`src/source/sha256_link_pkg.sv`:
```
package sha256_link_pkg;

  // system bus request, strobes held for one cycle
  typedef struct packed {
    logic [31:0] addr;
    logic [31:0] wdata;
    logic        wen;    // write strobe
    logic        ren;    // read strobe
  } sys_req_t;

  // hash vector, index 7 is H0 (top word), index 0 is H7
  typedef logic [7:0][31:0] sha256_hash_t;

  // --------------------
  // engine link

  // engine -> register block
  typedef struct packed {
    logic ready;       // engine idle, may start
    logic hash_valid;  // level, hash output valid
    logic fifo_rd_en;  // pull one word
  } sha_eng_in_t;

  // register block -> engine
  typedef struct packed {
    logic        eng_rstn;     // active low engine reset
    logic        start;
    logic        fifo_rd_vld;  // fifo_rd_dat valid this cycle
    logic        fifo_empty;
    logic [31:0] fifo_rd_dat;
  } sha_eng_out_t;

endpackage

```
`src/source/sha256_hash_capture.sv`:
```
`timescale 1ns/10ps

module sha256_hash_capture (
  input  logic                          clk_125mhz,
  input  logic                          rstn_125mhz,
  input  logic                          active_i,      // sha256 path live
  input  logic                          hash_valid_i,
  input  sha256_link_pkg::sha256_hash_t hash_i,
  input  logic                          eng_ready_i,
  input  logic                          fifo_empty_i,
  output sha256_link_pkg::sha256_hash_t hash_regs_o,
  output logic                          start_o
);

  logic valid_d;     // valid, one cycle old
  logic valid_rise;

  assign valid_rise = hash_valid_i && !valid_d;

  // --------------------
  // hash capture on valid rising edge
  always_ff @(posedge clk_125mhz) begin
    if (!rstn_125mhz || !active_i) begin
      valid_d     <= 1'b0;
      hash_regs_o <= '0;  // reads zero while path is down
    end else begin
      valid_d <= hash_valid_i;
      if (valid_rise) begin
        hash_regs_o <= hash_i;  // steady high valid keeps old words
      end
    end
  end

  // --------------------
  // start level, words waiting and engine idle
  always_ff @(posedge clk_125mhz) begin
    if (!rstn_125mhz || !active_i) begin
      start_o <= 1'b0;
    end else begin
      start_o <= !fifo_empty_i && eng_ready_i;
    end
  end

endmodule

```
`config.mk`:
```
export PLATFORM = sky130hd
export DESIGN_NAME = sha256_hash_capture
export DESIGN_NICKNAME = d
export VERILOG_FILES = /design/src/source/sha256_link_pkg.sv /design/src/source/sha256_hash_capture.sv
export SDC_FILE = /design/constraint.sdc
export NUM_CORES = 1
export LEC_CHECK = 0
export ABC_AREA = 1
export CELL_PAD_IN_SITES_DETAIL_PLACEMENT = 1
export CELL_PAD_IN_SITES_GLOBAL_PLACEMENT = 1
export CORE_AREA = 8 8 196 198
export DETAILED_ROUTE_END_ITERATION = 10
export DIE_AREA = 0 0 204 206
export DONT_BUFFER_PORTS = 1
export GPL_TIMING_DRIVEN = 0
export PLACE_DENSITY = 0.71
export SYNTH_ARGS = -nofsm -noshare
export SYNTH_HDL_FRONTEND = slang
export SYNTH_SLANG_ARGS = --single-unit
```
`constraint.sdc`:
```
create_clock -name clk_125mhz -period 2.4 [get_ports clk_125mhz]
set_input_delay 0 -clock clk_125mhz [delete_from_list [all_inputs] [get_ports clk_125mhz]]
set_output_delay 0 -clock clk_125mhz [all_outputs]
set_load 0.03 [all_outputs]
```
==> results of run 1 <==
-- synth_stat cells --
library cell	instances
nor2_1	514
dfxtp_1	258
nand2_1	258
inv_1	256
nand3_1	256
buf_2	74
buf_4	27
clkbuf_1	12
inv_2	2
clkinv_1	1
nor2_2	1
-- logic make-up after synthesis --
group	after synthesis
buffers and inverters	372
DFF	258
and+or+nand+nor	1029
-- routing by layer --
metal  GRT usage (%)  routed length (um)
met4            11.6                2740
met5               0                   0
met1            22.3               17200
met3            10.0                5720
met2            41.7               25500
-- what timing repair did --
action / in CTS / in global routing
hold endpoints to repair: 258 / 0
hold buffers: 261 / 0
buffers inserted: 0 / 0
-- final timing paths --
kind                    from               end
min             hash_valid_i  hash_regs_o[255]
min reg2reg  hash_regs_o[84]   hash_regs_o[84]
max                 active_i           start_o
max reg2reg          valid_d  hash_regs_o[163]
-- per-stage QoR --
stage | area [sq um] | total power (uW)
floorplan | 10900 | 5790
global placement | 11500 | 6080
detailed placement | 11500 | 6130
CTS | 15100 | 11000
global route | 15100 | 11400
finish | 15100 | 11000
-- power breakdown --
part,leakage (uW),internal [uW],total (uW),switching [uW]
sequential,0.00211,4480,5050,577
combinational,0.00486,618,1410,790
clock,0.000473,2670,4520,1850
total,0.00744,7770,11000,3210
-- registers in the layout, indices dropped and copies added, names as in the netlist --
signal       cells
start_o          1
valid_d          1
hash_regs_o    256
-- layout make-up --
| type | count | area, sq um | share of cell area, % |
|---|---|---|---|
| diodes | 4 | 10.0 | 0.0663 |
| plain buffers | 113 | 618 | 4.10 |
| clock buffers | 39 | 813 | 5.39 |
| clock inverters | 11 | 134 | 0.887 |
| inverters | 259 | 972 | 6.44 |
| multi-input cells | 1029 | 4190 | 27.7 |
| flip-flops and latches | 258 | 5160 | 34.2 |
| well taps | 461 | 577 | 3.82 |
| repair buffers | 261 | 2610 | 17.3 |
-- worst max-delay path: cells and delay by family --
family | cells | cell delay, ns
buffers and inverters | 5 | 1.75
AND/OR/NAND/NOR | 3 | 0.32
==> impl_metrics.toml, run 1 <==
[timing]
drv_slew = 0
max_freq_ghz = 0.632
setup_viol = 0
relSlewSlack_pct = 60.3
fin_skew_ns = 0.0177
fin_crit_sh_pct = 65.9
period_needed_ns = 1.58
tightest_slew_ns = 0.595
whs_ns = 0.0126
rsz0062_at_grt = "no"
finalHoldViolCount = 0
setup-tns-final_ns = 0
final.setup.worst_slack_ns = 0.818

[floorplan]
rows = 69
io_pins = 519
initial_core_util_pct = 31.1
die_x_um = 204
die_h_um = 206
core_area_sq_mm = 0.0352
die-area_sq_mm = 0.0420

[setup_path]
critPathKind = "input port to register"
critPathCaptureType = "register"
cp_slowest_cell = "dlygate4sd3_1"
rr_worst_depth = 6
cp.required_ns = 2.90
cp-start-kind = "input port"
crit_chain = "dlygate4sd3_1 > nand2_1 > clkinv_1 > buf_2 > buf_2 > nand2_1 > nor2_1 > dlygate4sd3_1"
worstPathMaxFanout = 10
cpPeakStageDelay_ns = 0.56
ff2ff_setup_slack_ns = 0.90
worstPathArrival_ns = 2.08

[detailed_routing]
drtIter0Drc = 394
vias = 11600
viasPerCell = 4.76
ant_nets = 0
detail_route.wirelength_um = 51200
firstDrtPassIters = 5
drt_drc_violations_left = 0
wl_per_cell_um = 21.0

[place]
finalWeightedCongestion = 0.865
dp_hpwl_um = 34400
preCtsSetupSlack_ns = 0.939
dpl.cell_count = 2120
port_buffers = 0

[synthesis]
synth.area.mux_share_pct = 0
syn_area_per_cell_sq_um = 6.59
synth_fp_nets = 1921
syn_area_sq_mm = 0.0109
yosys.area.top_type_share_pct = 47.2
synth_area_leaders = "dfxtp_1, nor2_1, nand3_1"
synth_cell_types = 11
synth_area_leader_cell = "dfxtp_1"
synthAdderAreaFrac_pct = 0
synth_compound_area_share_pct = 0
synth-warning-count = 0
yosys.area_share.simple_pct = 38.3
synth_seq_area_share_pct = 47.2
synth_top_family_by_area = "simple AND/OR/NAND/NOR gates"
synth_xor_area_share_pct = 0
synth-seq-cells = 258
syn-instance-count = 1659

[min_path]
hold_depth = 5
hold_path_class = "input port to register"

[pwr]
ir_worst_vdd_mv = 0.532
p_leak_uw = 0.00744
powerDensity_mw_per_mm2 = 728

[clock_tree]
cts_tree = "yes"
post_cts_resized = 0
clockBufferDepth = 3
cts_root_buffer = "clkbuf_16"
htreeDepth = 1
clkLatencyLatePin_ns = 0.55
cts_made_buffers = 29
clkSinkCount = 258
clkTransAtPathRegs_ns = 0.06

[final_layout]
syn_to_final_growth_pct = 37.9
final_core_util_pct = 42.8
final-instance-count-excl-fill = 2435
fill_cells = 4426
layout_common_cells = "nor2_1, dlygate4sd3_1, nand2_1, dfxtp_1"
nNetsFinal = 2213
drive_gt1_share_pct = 7.56
layout_commonest_cell = "nor2_1"

[global_routing]
first_global_vias = 12800
grt_pass1_wl_um = 76200
overflow = 0
antenna_found_initial = 4
track_usage_pct = 23.1
grt_max_degree = 14

[flow_run]
drv_cap = 0

[status]
status = "completed"
Note: power is estimated with default switching activity, not from simulation.
==> inputs of run 2 (changes only) <==
--- a/config.mk
+++ b/config.mk
@@ -8,9 +8,9 @@
 export ABC_AREA = 1
 export CELL_PAD_IN_SITES_DETAIL_PLACEMENT = 1
 export CELL_PAD_IN_SITES_GLOBAL_PLACEMENT = 1
-export CORE_AREA = 8 8 196 198
+export CORE_AREA = 8 8 197 199
 export DETAILED_ROUTE_END_ITERATION = 10
-export DIE_AREA = 0 0 204 206
+export DIE_AREA = 0 0 205 207
 export DONT_BUFFER_PORTS = 1
 export GPL_TIMING_DRIVEN = 0
 export PLACE_DENSITY = 0.71
==> constraint.sdc (replaced) <==
create_clock -name clk_125mhz -period 1.5 [get_ports clk_125mhz]
set_input_delay 0 -clock clk_125mhz [delete_from_list [all_inputs] [get_ports clk_125mhz]]
set_output_delay 0 -clock clk_125mhz [all_outputs]
set_load 0.03 [all_outputs]
==> impl_metrics.toml, run 2 (synthesis results as in run 1) <==
[detailed_routing]
wl_per_cell_um = 20.9
drt_drc_violations_left = 0
detail_route.wirelength_um = 51300
drtIter0Drc = 425
ant_nets = 0
vias = 11800
firstDrtPassIters = 5
viasPerCell = 4.82

[timing]
drv_slew = 0
fin_crit_sh_pct = 91.4
rsz0062_at_grt = "no"
period_needed_ns = 1.37
relSlewSlack_pct = 52.6
setup_viol = 0
finalHoldViolCount = 0
tightest_slew_ns = 0.712
max_freq_ghz = 0.730
fin_skew_ns = 0.0139
setup-tns-final_ns = 0
whs_ns = 0.0999

[floorplan]
die-area_sq_mm = 0.0424
io_pins = 519
core_area_sq_mm = 0.0359
rows = 70
initial_core_util_pct = 30.5
die_h_um = 207
die_x_um = 205

[final_layout]
syn_to_final_growth_pct = 39.1
layout_commonest_cell = "nor2_1"
layout_common_cells = "nor2_1, dlygate4sd3_1, nand2_1, dfxtp_1"
nNetsFinal = 2214
drive_gt1_share_pct = 7.84
largest_register_ffs = 256
largest_register = "hash_regs_o"
reg_top3 = "hash_regs_o (256), start_o (1), valid_d (1)"

[global_routing]
grt_max_degree = 15
grtUsageMet3_pct = 9.32
antenna_found_initial = 9
grtUsageMet2_pct = 41.2
overflow = 0
track_usage_pct = 23.0
first_global_vias = 13100
grt_pass1_wl_um = 77900
grt_busiest_layer = "met2"
use_met1_pct = 22.7

[place]
dp_hpwl_um = 33600
finalWeightedCongestion = 0.838
port_buffers = 0

[setup_path]
critPathCaptureType = "register"
cp-start-kind = "register"
cp.required_ns = 1.96
worstPathArrival_ns = 1.83
critPathKind = "register to register"
worstPathMaxFanout = 10

[clock_tree]
clkLatencyLatePin_ns = 0.56
cts_root_buffer = "clkbuf_16"
htreeDepth = 1
cts_tree = "yes"
post_cts_buffers = 0
cts_made_buffers = 30
clockBufferDepth = 3
clkSinkCount = 258
clkTransAtPathRegs_ns = 0.06

[flow_run]
drv_cap = 0

[min_path]
hold_path_class = "input port to register"

[pwr]
ir_worst_vdd_mv = 0.962
powerDensity_mw_per_mm2 = 1190
p_leak_uw = 0.00750

[status]
status = "completed"
run 2: worst paths after layout:
check	endpoint	cells past startpoint	slack, ns	start
min reg2reg	hash_regs_o[236]	2	0.63	hash_regs_o[236]
min	hash_regs_o[191]	5	0.1	active_i
max	hash_regs_o[228]	6	0.13	valid_d
max reg2reg	hash_regs_o[228]	6	0.13	valid_d
run 2: layout make-up:
type                            instances  area (sq um)
Clock buffer                           44           905
Fill cell                            4505         20700
Timing Repair Buffer                  261          2610
Antenna cell                            8          20.0
Clock inverter                         12           143
Buffer                                113           628
Multi-Input combinational cell       1029          4190
Tap cell                              468           586
Sequential cell                       258          5160
Inverter                              259           972
run 2: per-layer routing:
layer | part of all wire [%] | up-vias
li1 | - | 5521
met1 | 35 | 5610
met2 | 50 | 531
met3 | 10 | 153
met4 | 4.9 | 2
met5 | 0.025 | -
run 2: per-stage QoR:
stage	setup slack, ns	cell area, sq um	cells	util, %	power [uW]
floorplan	0.505	10900	1659	-	9260
global placement	0.0526	11500	2127	32.1	9730
detailed placement	0.0554	11500	2127	32.1	9800
CTS	0.0111	15200	2444	42.3	18100
global route	0.0160	15200	2452	42.4	18800
finish	0.130	15200	2452	42.4	18100
run 2: report_power, final:
group | switching, uW | internal [uW] | leakage, uW
registers | 903 | 7160 | 0.00211
clock network | 3060 | 4680 | 0.000523
logic | 1300 | 990 | 0.00487
total | 5250 | 12800 | 0.00750
run 2: worst max-delay path, cell delays in order, from the launching register on:
cell and delay [ns]:
dfxtp_1 0.33, inv_2 0.09, clkbuf_4 0.25, clkbuf_4 0.27, nand3_1 0.16, nand2_1 0.11
nor2_1 0.05
run 2: what timing repair did:
| action | in CTS | in global routing |
|---|---|---|
| resized for setup | 0 | 4 |
| hold endpoints to repair | 258 | 0 |
| hold buffers | 261 | 0 |
| endpoints found under the setup margin | 0 | 9 |
