### config.mk
export PLATFORM = sky130hd
export DESIGN_NAME = bus_reg_file
export DESIGN_NICKNAME = d
export VERILOG_FILES = /design/src/source/x11_regmap_pkg.sv /design/src/source/sha256_link_pkg.sv /design/src/source/bus_reg_file.sv
export SDC_FILE = /design/constraint.sdc
export NUM_CORES = 1
export LEC_CHECK = 0
export BUFFER_PORTS_ARGS = -buffer_cell sky130_fd_sc_hd__buf_2
export CAP_MARGIN = 20
export CORE_AREA = 2 2 186 188
export DETAILED_ROUTE_END_ITERATION = 16
export DIE_AREA = 0 0 188 190
export PLACE_DENSITY = 0.48
export SLEW_MARGIN = 5
export SYNTH_ARGS = -nofsm -noshare
export SYNTH_HDL_FRONTEND = slang
export SYNTH_SLANG_ARGS = --single-unit
### constraint.sdc
create_clock -name clk_125mhz -period 2.1 [get_ports clk_125mhz]
set_clock_uncertainty 0.15 [all_clocks]
set_input_delay 0.42 -clock clk_125mhz [delete_from_list [all_inputs] [get_ports clk_125mhz]]
set_output_delay 0.42 -clock clk_125mhz [all_outputs]
set_load 0.1 [all_outputs]
### src/source/x11_regmap_pkg.sv
package x11_regmap_pkg;

  // --------------------
  // register map, 20 bit bus offsets

  parameter logic [19:0] ADDR_CTRL           = 20'h00000;  // global control
  parameter logic [19:0] ADDR_STATUS         = 20'h00004;  // activation status
  parameter logic [19:0] ADDR_VERSION        = 20'h0000C;  // build date
  parameter logic [19:0] ADDR_SHA_CTRL       = 20'h00100;  // sha256 enable / reset
  parameter logic [19:0] ADDR_SHA_STATUS     = 20'h00104;
  parameter logic [19:0] ADDR_SHA_PUSH       = 20'h0010C;  // write pushes, read gives level
  parameter logic [19:0] ADDR_SHA_HASH_H7    = 20'h00110;  // lowest hash word
  parameter logic [19:0] ADDR_SHA_HASH_H0    = 20'h0012C;  // highest hash word
  parameter logic [19:0] ADDR_SHA_FIFO_COUNT = 20'h00130;

  // version word, 0xYYMMDDss with ss as build serial
  parameter logic [31:0] CURRENT_DATE = 32'h16081201;

  // --------------------
  // control word, same layout for CTRL and SHA_CTRL

  typedef struct packed {
    logic [29:0] rsvd;    // reads back as written
    logic        reset;   // bit 1, one-shot on SHA_CTRL
    logic        enable;  // bit 0
  } ctrl_bits_t;

  typedef union packed {
    logic [31:0] raw;     // bus view
    ctrl_bits_t  bits;    // field view
  } ctrl_word_u;

  // --------------------
  // status bit positions

  // STATUS
  parameter int STAT_X11_ACT = 0;
  parameter int STAT_SHA_ACT = 4;

  // SHA_STATUS
  parameter int SHST_ENG_RDY  = 0;  // engine ready to start
  parameter int SHST_HASH_VLD = 1;  // engine hash output valid
  parameter int SHST_EMPTY    = 4;
  parameter int SHST_M1FULL   = 5;  // one slot or less left
  parameter int SHST_FULL     = 6;

endpackage

### src/source/sha256_link_pkg.sv
package sha256_link_pkg;

  // system bus request, strobes held for one cycle
  typedef struct packed {
    logic [31:0] addr;
    logic [31:0] wdata;
    logic        wen;    // write strobe
    logic        ren;    // read strobe
  } sys_req_t;

  // hash vector, index 7 is H0 (top word), index 0 is H7
  typedef logic [7:0][31:0] sha256_hash_t;

  // --------------------
  // engine link

  // engine -> register block
  typedef struct packed {
    logic ready;       // engine idle, may start
    logic hash_valid;  // level, hash output valid
    logic fifo_rd_en;  // pull one word
  } sha_eng_in_t;

  // register block -> engine
  typedef struct packed {
    logic        eng_rstn;     // active low engine reset
    logic        start;
    logic        fifo_rd_vld;  // fifo_rd_dat valid this cycle
    logic        fifo_empty;
    logic [31:0] fifo_rd_dat;
  } sha_eng_out_t;

endpackage

### src/source/bus_reg_file.sv
`timescale 1ns/10ps

module bus_reg_file #(
  parameter int FIFO_ADDR_W = 9
) (
  input  logic                          clk_125mhz,
  input  logic                          rstn_125mhz,
  input  sha256_link_pkg::sys_req_t     sys_bus_i,
  input  logic                          x11_active_i,
  input  logic                          sha_active_i,
  input  logic                          eng_ready_i,
  input  logic                          hash_valid_i,
  input  sha256_link_pkg::sha256_hash_t hash_regs_i,
  input  logic [FIFO_ADDR_W:0]          fifo_level_i,
  input  logic                          fifo_empty_i,
  input  logic                          fifo_m1full_i,
  input  logic                          fifo_full_i,
  output logic [31:0]                   sys_rdata_o,
  output logic                          sys_ack_o,
  output x11_regmap_pkg::ctrl_word_u    ctrl_o,
  output x11_regmap_pkg::ctrl_word_u    sha_ctrl_o,
  output logic                          push_we_o,
  output logic [31:0]                   push_data_o
);

  logic [19:0] addr;       // only low 20 bits decoded
  logic [19:0] hash_off;   // offset from H7
  logic        hash_hit;
  logic [31:0] status_w;
  logic [31:0] sha_status_w;
  logic [31:0] level_w;

  assign addr     = sys_bus_i.addr[19:0];
  assign hash_off = addr - x11_regmap_pkg::ADDR_SHA_HASH_H7;
  assign hash_hit = (addr >= x11_regmap_pkg::ADDR_SHA_HASH_H7) &&
                    (addr <= x11_regmap_pkg::ADDR_SHA_HASH_H0) &&
                    (addr[1:0] == 2'b00);

  assign level_w = {{(31 - FIFO_ADDR_W){1'b0}}, fifo_level_i};

  // status words, unused bits read zero
  always_comb begin
    status_w     = '0;
    sha_status_w = '0;
    status_w[x11_regmap_pkg::STAT_X11_ACT]      = x11_active_i;
    status_w[x11_regmap_pkg::STAT_SHA_ACT]      = sha_active_i;
    sha_status_w[x11_regmap_pkg::SHST_ENG_RDY]  = eng_ready_i;
    sha_status_w[x11_regmap_pkg::SHST_HASH_VLD] = hash_valid_i;
    sha_status_w[x11_regmap_pkg::SHST_EMPTY]    = fifo_empty_i;
    sha_status_w[x11_regmap_pkg::SHST_M1FULL]   = fifo_m1full_i;
    sha_status_w[x11_regmap_pkg::SHST_FULL]     = fifo_full_i;
  end

  // --------------------
  // write side
  always_ff @(posedge clk_125mhz) begin
    if (!rstn_125mhz) begin
      ctrl_o.raw     <= '0;
      sha_ctrl_o.raw <= '0;
      push_we_o      <= 1'b0;
    end else begin
      sha_ctrl_o.bits.reset <= 1'b0;  // one-shot, a write below still wins
      push_we_o             <= 1'b0;
      if (sys_bus_i.wen) begin
        case (addr)
          x11_regmap_pkg::ADDR_CTRL:     ctrl_o.raw     <= sys_bus_i.wdata;
          x11_regmap_pkg::ADDR_SHA_CTRL: sha_ctrl_o.raw <= sys_bus_i.wdata;
          x11_regmap_pkg::ADDR_SHA_PUSH: push_we_o      <= 1'b1;
          default: ;                     // read-only or unmapped
        endcase
      end
    end
  end

  // push word, qualified by push_we_o
  always_ff @(posedge clk_125mhz) begin
    if (sys_bus_i.wen) begin
      push_data_o <= sys_bus_i.wdata;
    end
  end

  // --------------------
  // read mux and acknowledge
  always_ff @(posedge clk_125mhz) begin
    if (!rstn_125mhz) begin
      sys_ack_o   <= 1'b0;
      sys_rdata_o <= '0;
    end else begin
      sys_ack_o <= sys_bus_i.wen | sys_bus_i.ren;  // every request acked, mapped or not
      if (sys_bus_i.ren) begin
        case (addr)
          x11_regmap_pkg::ADDR_CTRL:           sys_rdata_o <= ctrl_o.raw;
          x11_regmap_pkg::ADDR_STATUS:         sys_rdata_o <= status_w;
          x11_regmap_pkg::ADDR_VERSION:        sys_rdata_o <= x11_regmap_pkg::CURRENT_DATE;
          x11_regmap_pkg::ADDR_SHA_CTRL:       sys_rdata_o <= sha_ctrl_o.raw;
          x11_regmap_pkg::ADDR_SHA_STATUS:     sys_rdata_o <= sha_status_w;
          x11_regmap_pkg::ADDR_SHA_PUSH:       sys_rdata_o <= level_w;
          x11_regmap_pkg::ADDR_SHA_FIFO_COUNT: sys_rdata_o <= level_w;
          default: begin
            if (hash_hit) begin
              sys_rdata_o <= hash_regs_i[hash_off[4:2]];  // H7 at index 0
            end else begin
              sys_rdata_o <= '0;  // unmapped
            end
          end
        endcase
      end
    end
  end

endmodule

==> flow_summary_export.csv <==
group,metric,value,unit
pwr,pwr-share-clk,0.428,
drt,via_per_inst,4.62,
placed_design,io_buffers,458,
timing,worst_pin_slew,0.557,ns
placed_design,dp_hpwl,27400,µm
timing,slew_viol_final,0,
worst_setup_path,crit_arrival,1.35,ns
worst_setup_path,path_buf_inv,1,
grt,grt_max_degree,38,
drt,drtIter0Drc,438,
cells_and_area,synthToLayoutAreaGrowth,54.6,%
cts,htree_levels,4,
worst_setup_path,critPathKind,"reg2out",
timing,final-setup-viol-count,0,
timing,final_hold_viol_count,0,
yosys,synthArstFlopShare,0,
grt,grt_antenna_before_repair,5,
grt,grt_use_total,0.184,
drt,drtAntennaViolNets,0,
worst_setup_path,endpoint_kind,"output port",
yosys,synth_nets,1028,
cts,path_clk_slew,0.06,ns
floorplan,coreArea,0.0339,mm²
pwr,combPwrFrac,0.222,
worst_setup_path,crit_path_start_kind,"flop",
cts,cts.path.max_buffers,2,
timing,setup_ws,0.183,ns
hold_path,min_to,"push_data_o[0]",
timing,timing.final.crit_share,0.913,
pwr,internal_power,5370,µW
pwr,p_sw,2260,µW
timing,relSlewSlack,0.631,
cells_and_area,final_nets,1507,
yosys,netlist_instances,687,
drt,vias,7559,
timing,grt_setup_unrepaired,"no",
floorplan,die-width,188,µm
floorplan,die_h,190,µm
pwr,pwr-share-seq,0.350,
floorplan,start_util,0.216,
drt,routed_wl,33600,µm
cts,cts-root-buf,"clkbuf_16",
drt,drc_errors,0,
worst_setup_path,critPathMaxFanout,3,
floorplan,dieArea,0.0357,mm²
hold_path,hp-start,"sys_bus_i[2]",
grt,grt_pass1_wl,48500,µm
grt,overflow,0,
timing,clock.fmax,0.522,GHz
cts,cts_tree,"built",
yosys,synth_cell_types,46,
worst_setup_path,r2r-end,"sys_rdata_o[0]",
pwr,p_leak,0.00482,µW
worst_setup_path,r2r_start,"sha_ctrl_o[0]",
cts,holdBufCountCts,0,
yosys,ys_warn_count,0,
pwr,p_sw_frac,0.296,
hold_path,hold_path_depth,1,
yosys,syn-cell-area,0.00733,mm²
yosys,avgSynthCellArea,10.7,µm²
pwr,max-vdd-ir-drop,529,µV
pwr,power.total,7630,µW
floorplan,rows,68,
worst_setup_path,critPathMaxStageDelay,0.48,ns
timing,min_period,1.92,ns
cts,clock_sinks,130,
worst_setup_path,regToRegSetupSlack,0.69,ns
placed_design,place_congestion,0.866,
worst_setup_path,worst_r2r_path_depth,4,
yosys,yosys_most_used_dff,"dfxtp_1",
run,drv_cap,0,
yosys,synth-edff-count,32,
timing,hold_ws,0.0583,ns
cells_and_area,drive_gt1_frac,0.606,
outcome,status,"finished clean",
grt,grt_pass1_vias,7472,
drt,wl_per_cell,20.5,µm
worst_setup_path,cp.required,1.53,ns
floorplan,io_pins,471,
cts,cts_buffers,17,
worst_setup_path,path_cells,"buf_2",
worst_setup_path,worst_path_max_delay_cell,"buf_2",
cts,clk_latency,0.42,ns
pwr,pwr_density_cell,673,mW/mm²
worst_setup_path,crit_family,"buffers and inverters",
yosys,synth-seq-area-share,0.399,
hold_path,worstHoldPathType,"in2reg",
placed_design,pre_cts_ws,-0.330,ns
drt,drt-pass1-iter-count,7,
yosys,ys_ff_latch,130,
==> placed cells by master, fill, tap and decap left out, types with 28 or more instances in the layout <==
| cell | count |
|---|---|
| mux4_2 | 63 |
| a21oi_1 | 41 |
| buf_2 | 456 |
| o21ai_0 | 31 |
| edfxtp_1 | 32 |
| dfxtp_1 | 98 |
| o21ai_2 | 28 |
| nand2_1 | 118 |
| nand3_2 | 28 |
| buf_4 | 55 |
==> cell usage after synthesis (3+ instances only) <==
cell / n / area (µm²)
a21oi_1: 41 / 205
a221oi_1: 6 / 52.6
a22oi_1: 20 / 150
a31oi_1: 18 / 113
a41oi_1: 4 / 35.0
buf_1: 3 / 11.3
buf_2: 16 / 80.1
buf_6: 13 / 146
clkbuf_1: 34 / 128
dfxtp_1: 98 / 1960
edfxtp_1: 32 / 961
inv_1: 5 / 18.8
mux2_2: 27 / 304
mux2i_1: 17 / 170
mux4_2: 63 / 1420
nand2_1: 118 / 443
nand2b_1: 7 / 43.8
nand3_1: 36 / 180
nor2_1: 13 / 48.8
nor3_1: 9 / 45.0
nor4_2: 4 / 50.1
o2111ai_1: 3 / 26.3
o211ai_1: 11 / 82.6
o21ai_0: 34 / 170
o21ai_2: 28 / 245
==> power groups by stage <==
stage	Clock, µW	Combinational, µW	Sequential [µW]
4_1_cts	3330	1720	2670
3_3_place_gp	0	1710	2720
5_1_grt	3430	1790	2680
2_1_floorplan	0	495	3280
3_5_place_dp	0	1710	2720
6_report	3260	1700	2670
==> how the worst max path moves through the flow <==
stage | from | end | depth (start not counted)
2_1_floorplan | sys_bus_i[38] | sha_ctrl_o[10] | 9
3_3_place_gp | sys_bus_i[36] | sys_rdata_o[9] | 6
5_1_grt | sys_bus_i[53] | ctrl_o[0] | 9
6_report | sha_ctrl_o[31] | sha_ctrl_o[31] | 1
4_1_cts | sys_bus_i[36] | sys_rdata_o[9] | 6
3_5_place_dp | sys_bus_i[36] | sys_rdata_o[9] | 6
==> area by class of cell <==
cell class                 instances  area, µm²
antenna                            1       2.50
clock buffer                      18        429
clock inverter                    14        210
fill                            3527      22600
inverter                           6       22.5
multi-input combinational        484       4170
sequential                       130       2920
tap                              455        569
timing repair buffer             527       3010
==> flip-flops by register name, indices dropped and copies added, names as in the netlist <==
signal       count
ctrl_o          32
push_data_o     32
sha_ctrl_o      32
sys_rdata_o     32
push_we_o        1
sys_ack_o        1
==> metrics by stage <==
step                       util  area [µm²]  std cells  setup TNS [ns]
after floorplan               -        7510        687          -11.82
after global placement    0.315       10700       1602          -17.33
after detailed placement  0.315       10700       1602          -19.23
after CTS                 0.334       11300       1634               0
after global routing      0.334       11300       1635               0
final                     0.334       11300       1635               0
==> timing repair <==
action                                  in CTS  in global routing
endpoints found under the setup margin       0                  2
buffers inserted                             0                  0
resized for setup                            0                  1
==> metal layers <==
layer | track usage | routed length, µm | up-vias
li1 | - | - | 3572
met1 | 0.242 | 14500 | 3622
met2 | 0.307 | 16500 | 322
met3 | 0.0319 | 1830 | 41
met4 | 0.0600 | 646 | 2
met5 | 0 | 8 | -
==> logic make-up after synthesis <==
| kind of cell | count (synthesis) | synth area share |
|---|---|---|
| flops | 130 | 0.399 |
| xor+xnor | 1 | 0.00119 |
| buf+inv | 73 | 0.0539 |
| simple gates | 204 | 0.133 |
| compound gates | 172 | 0.155 |
| mux | 107 | 0.258 |
No activity file was read; power rests on OpenSTA's default activity.
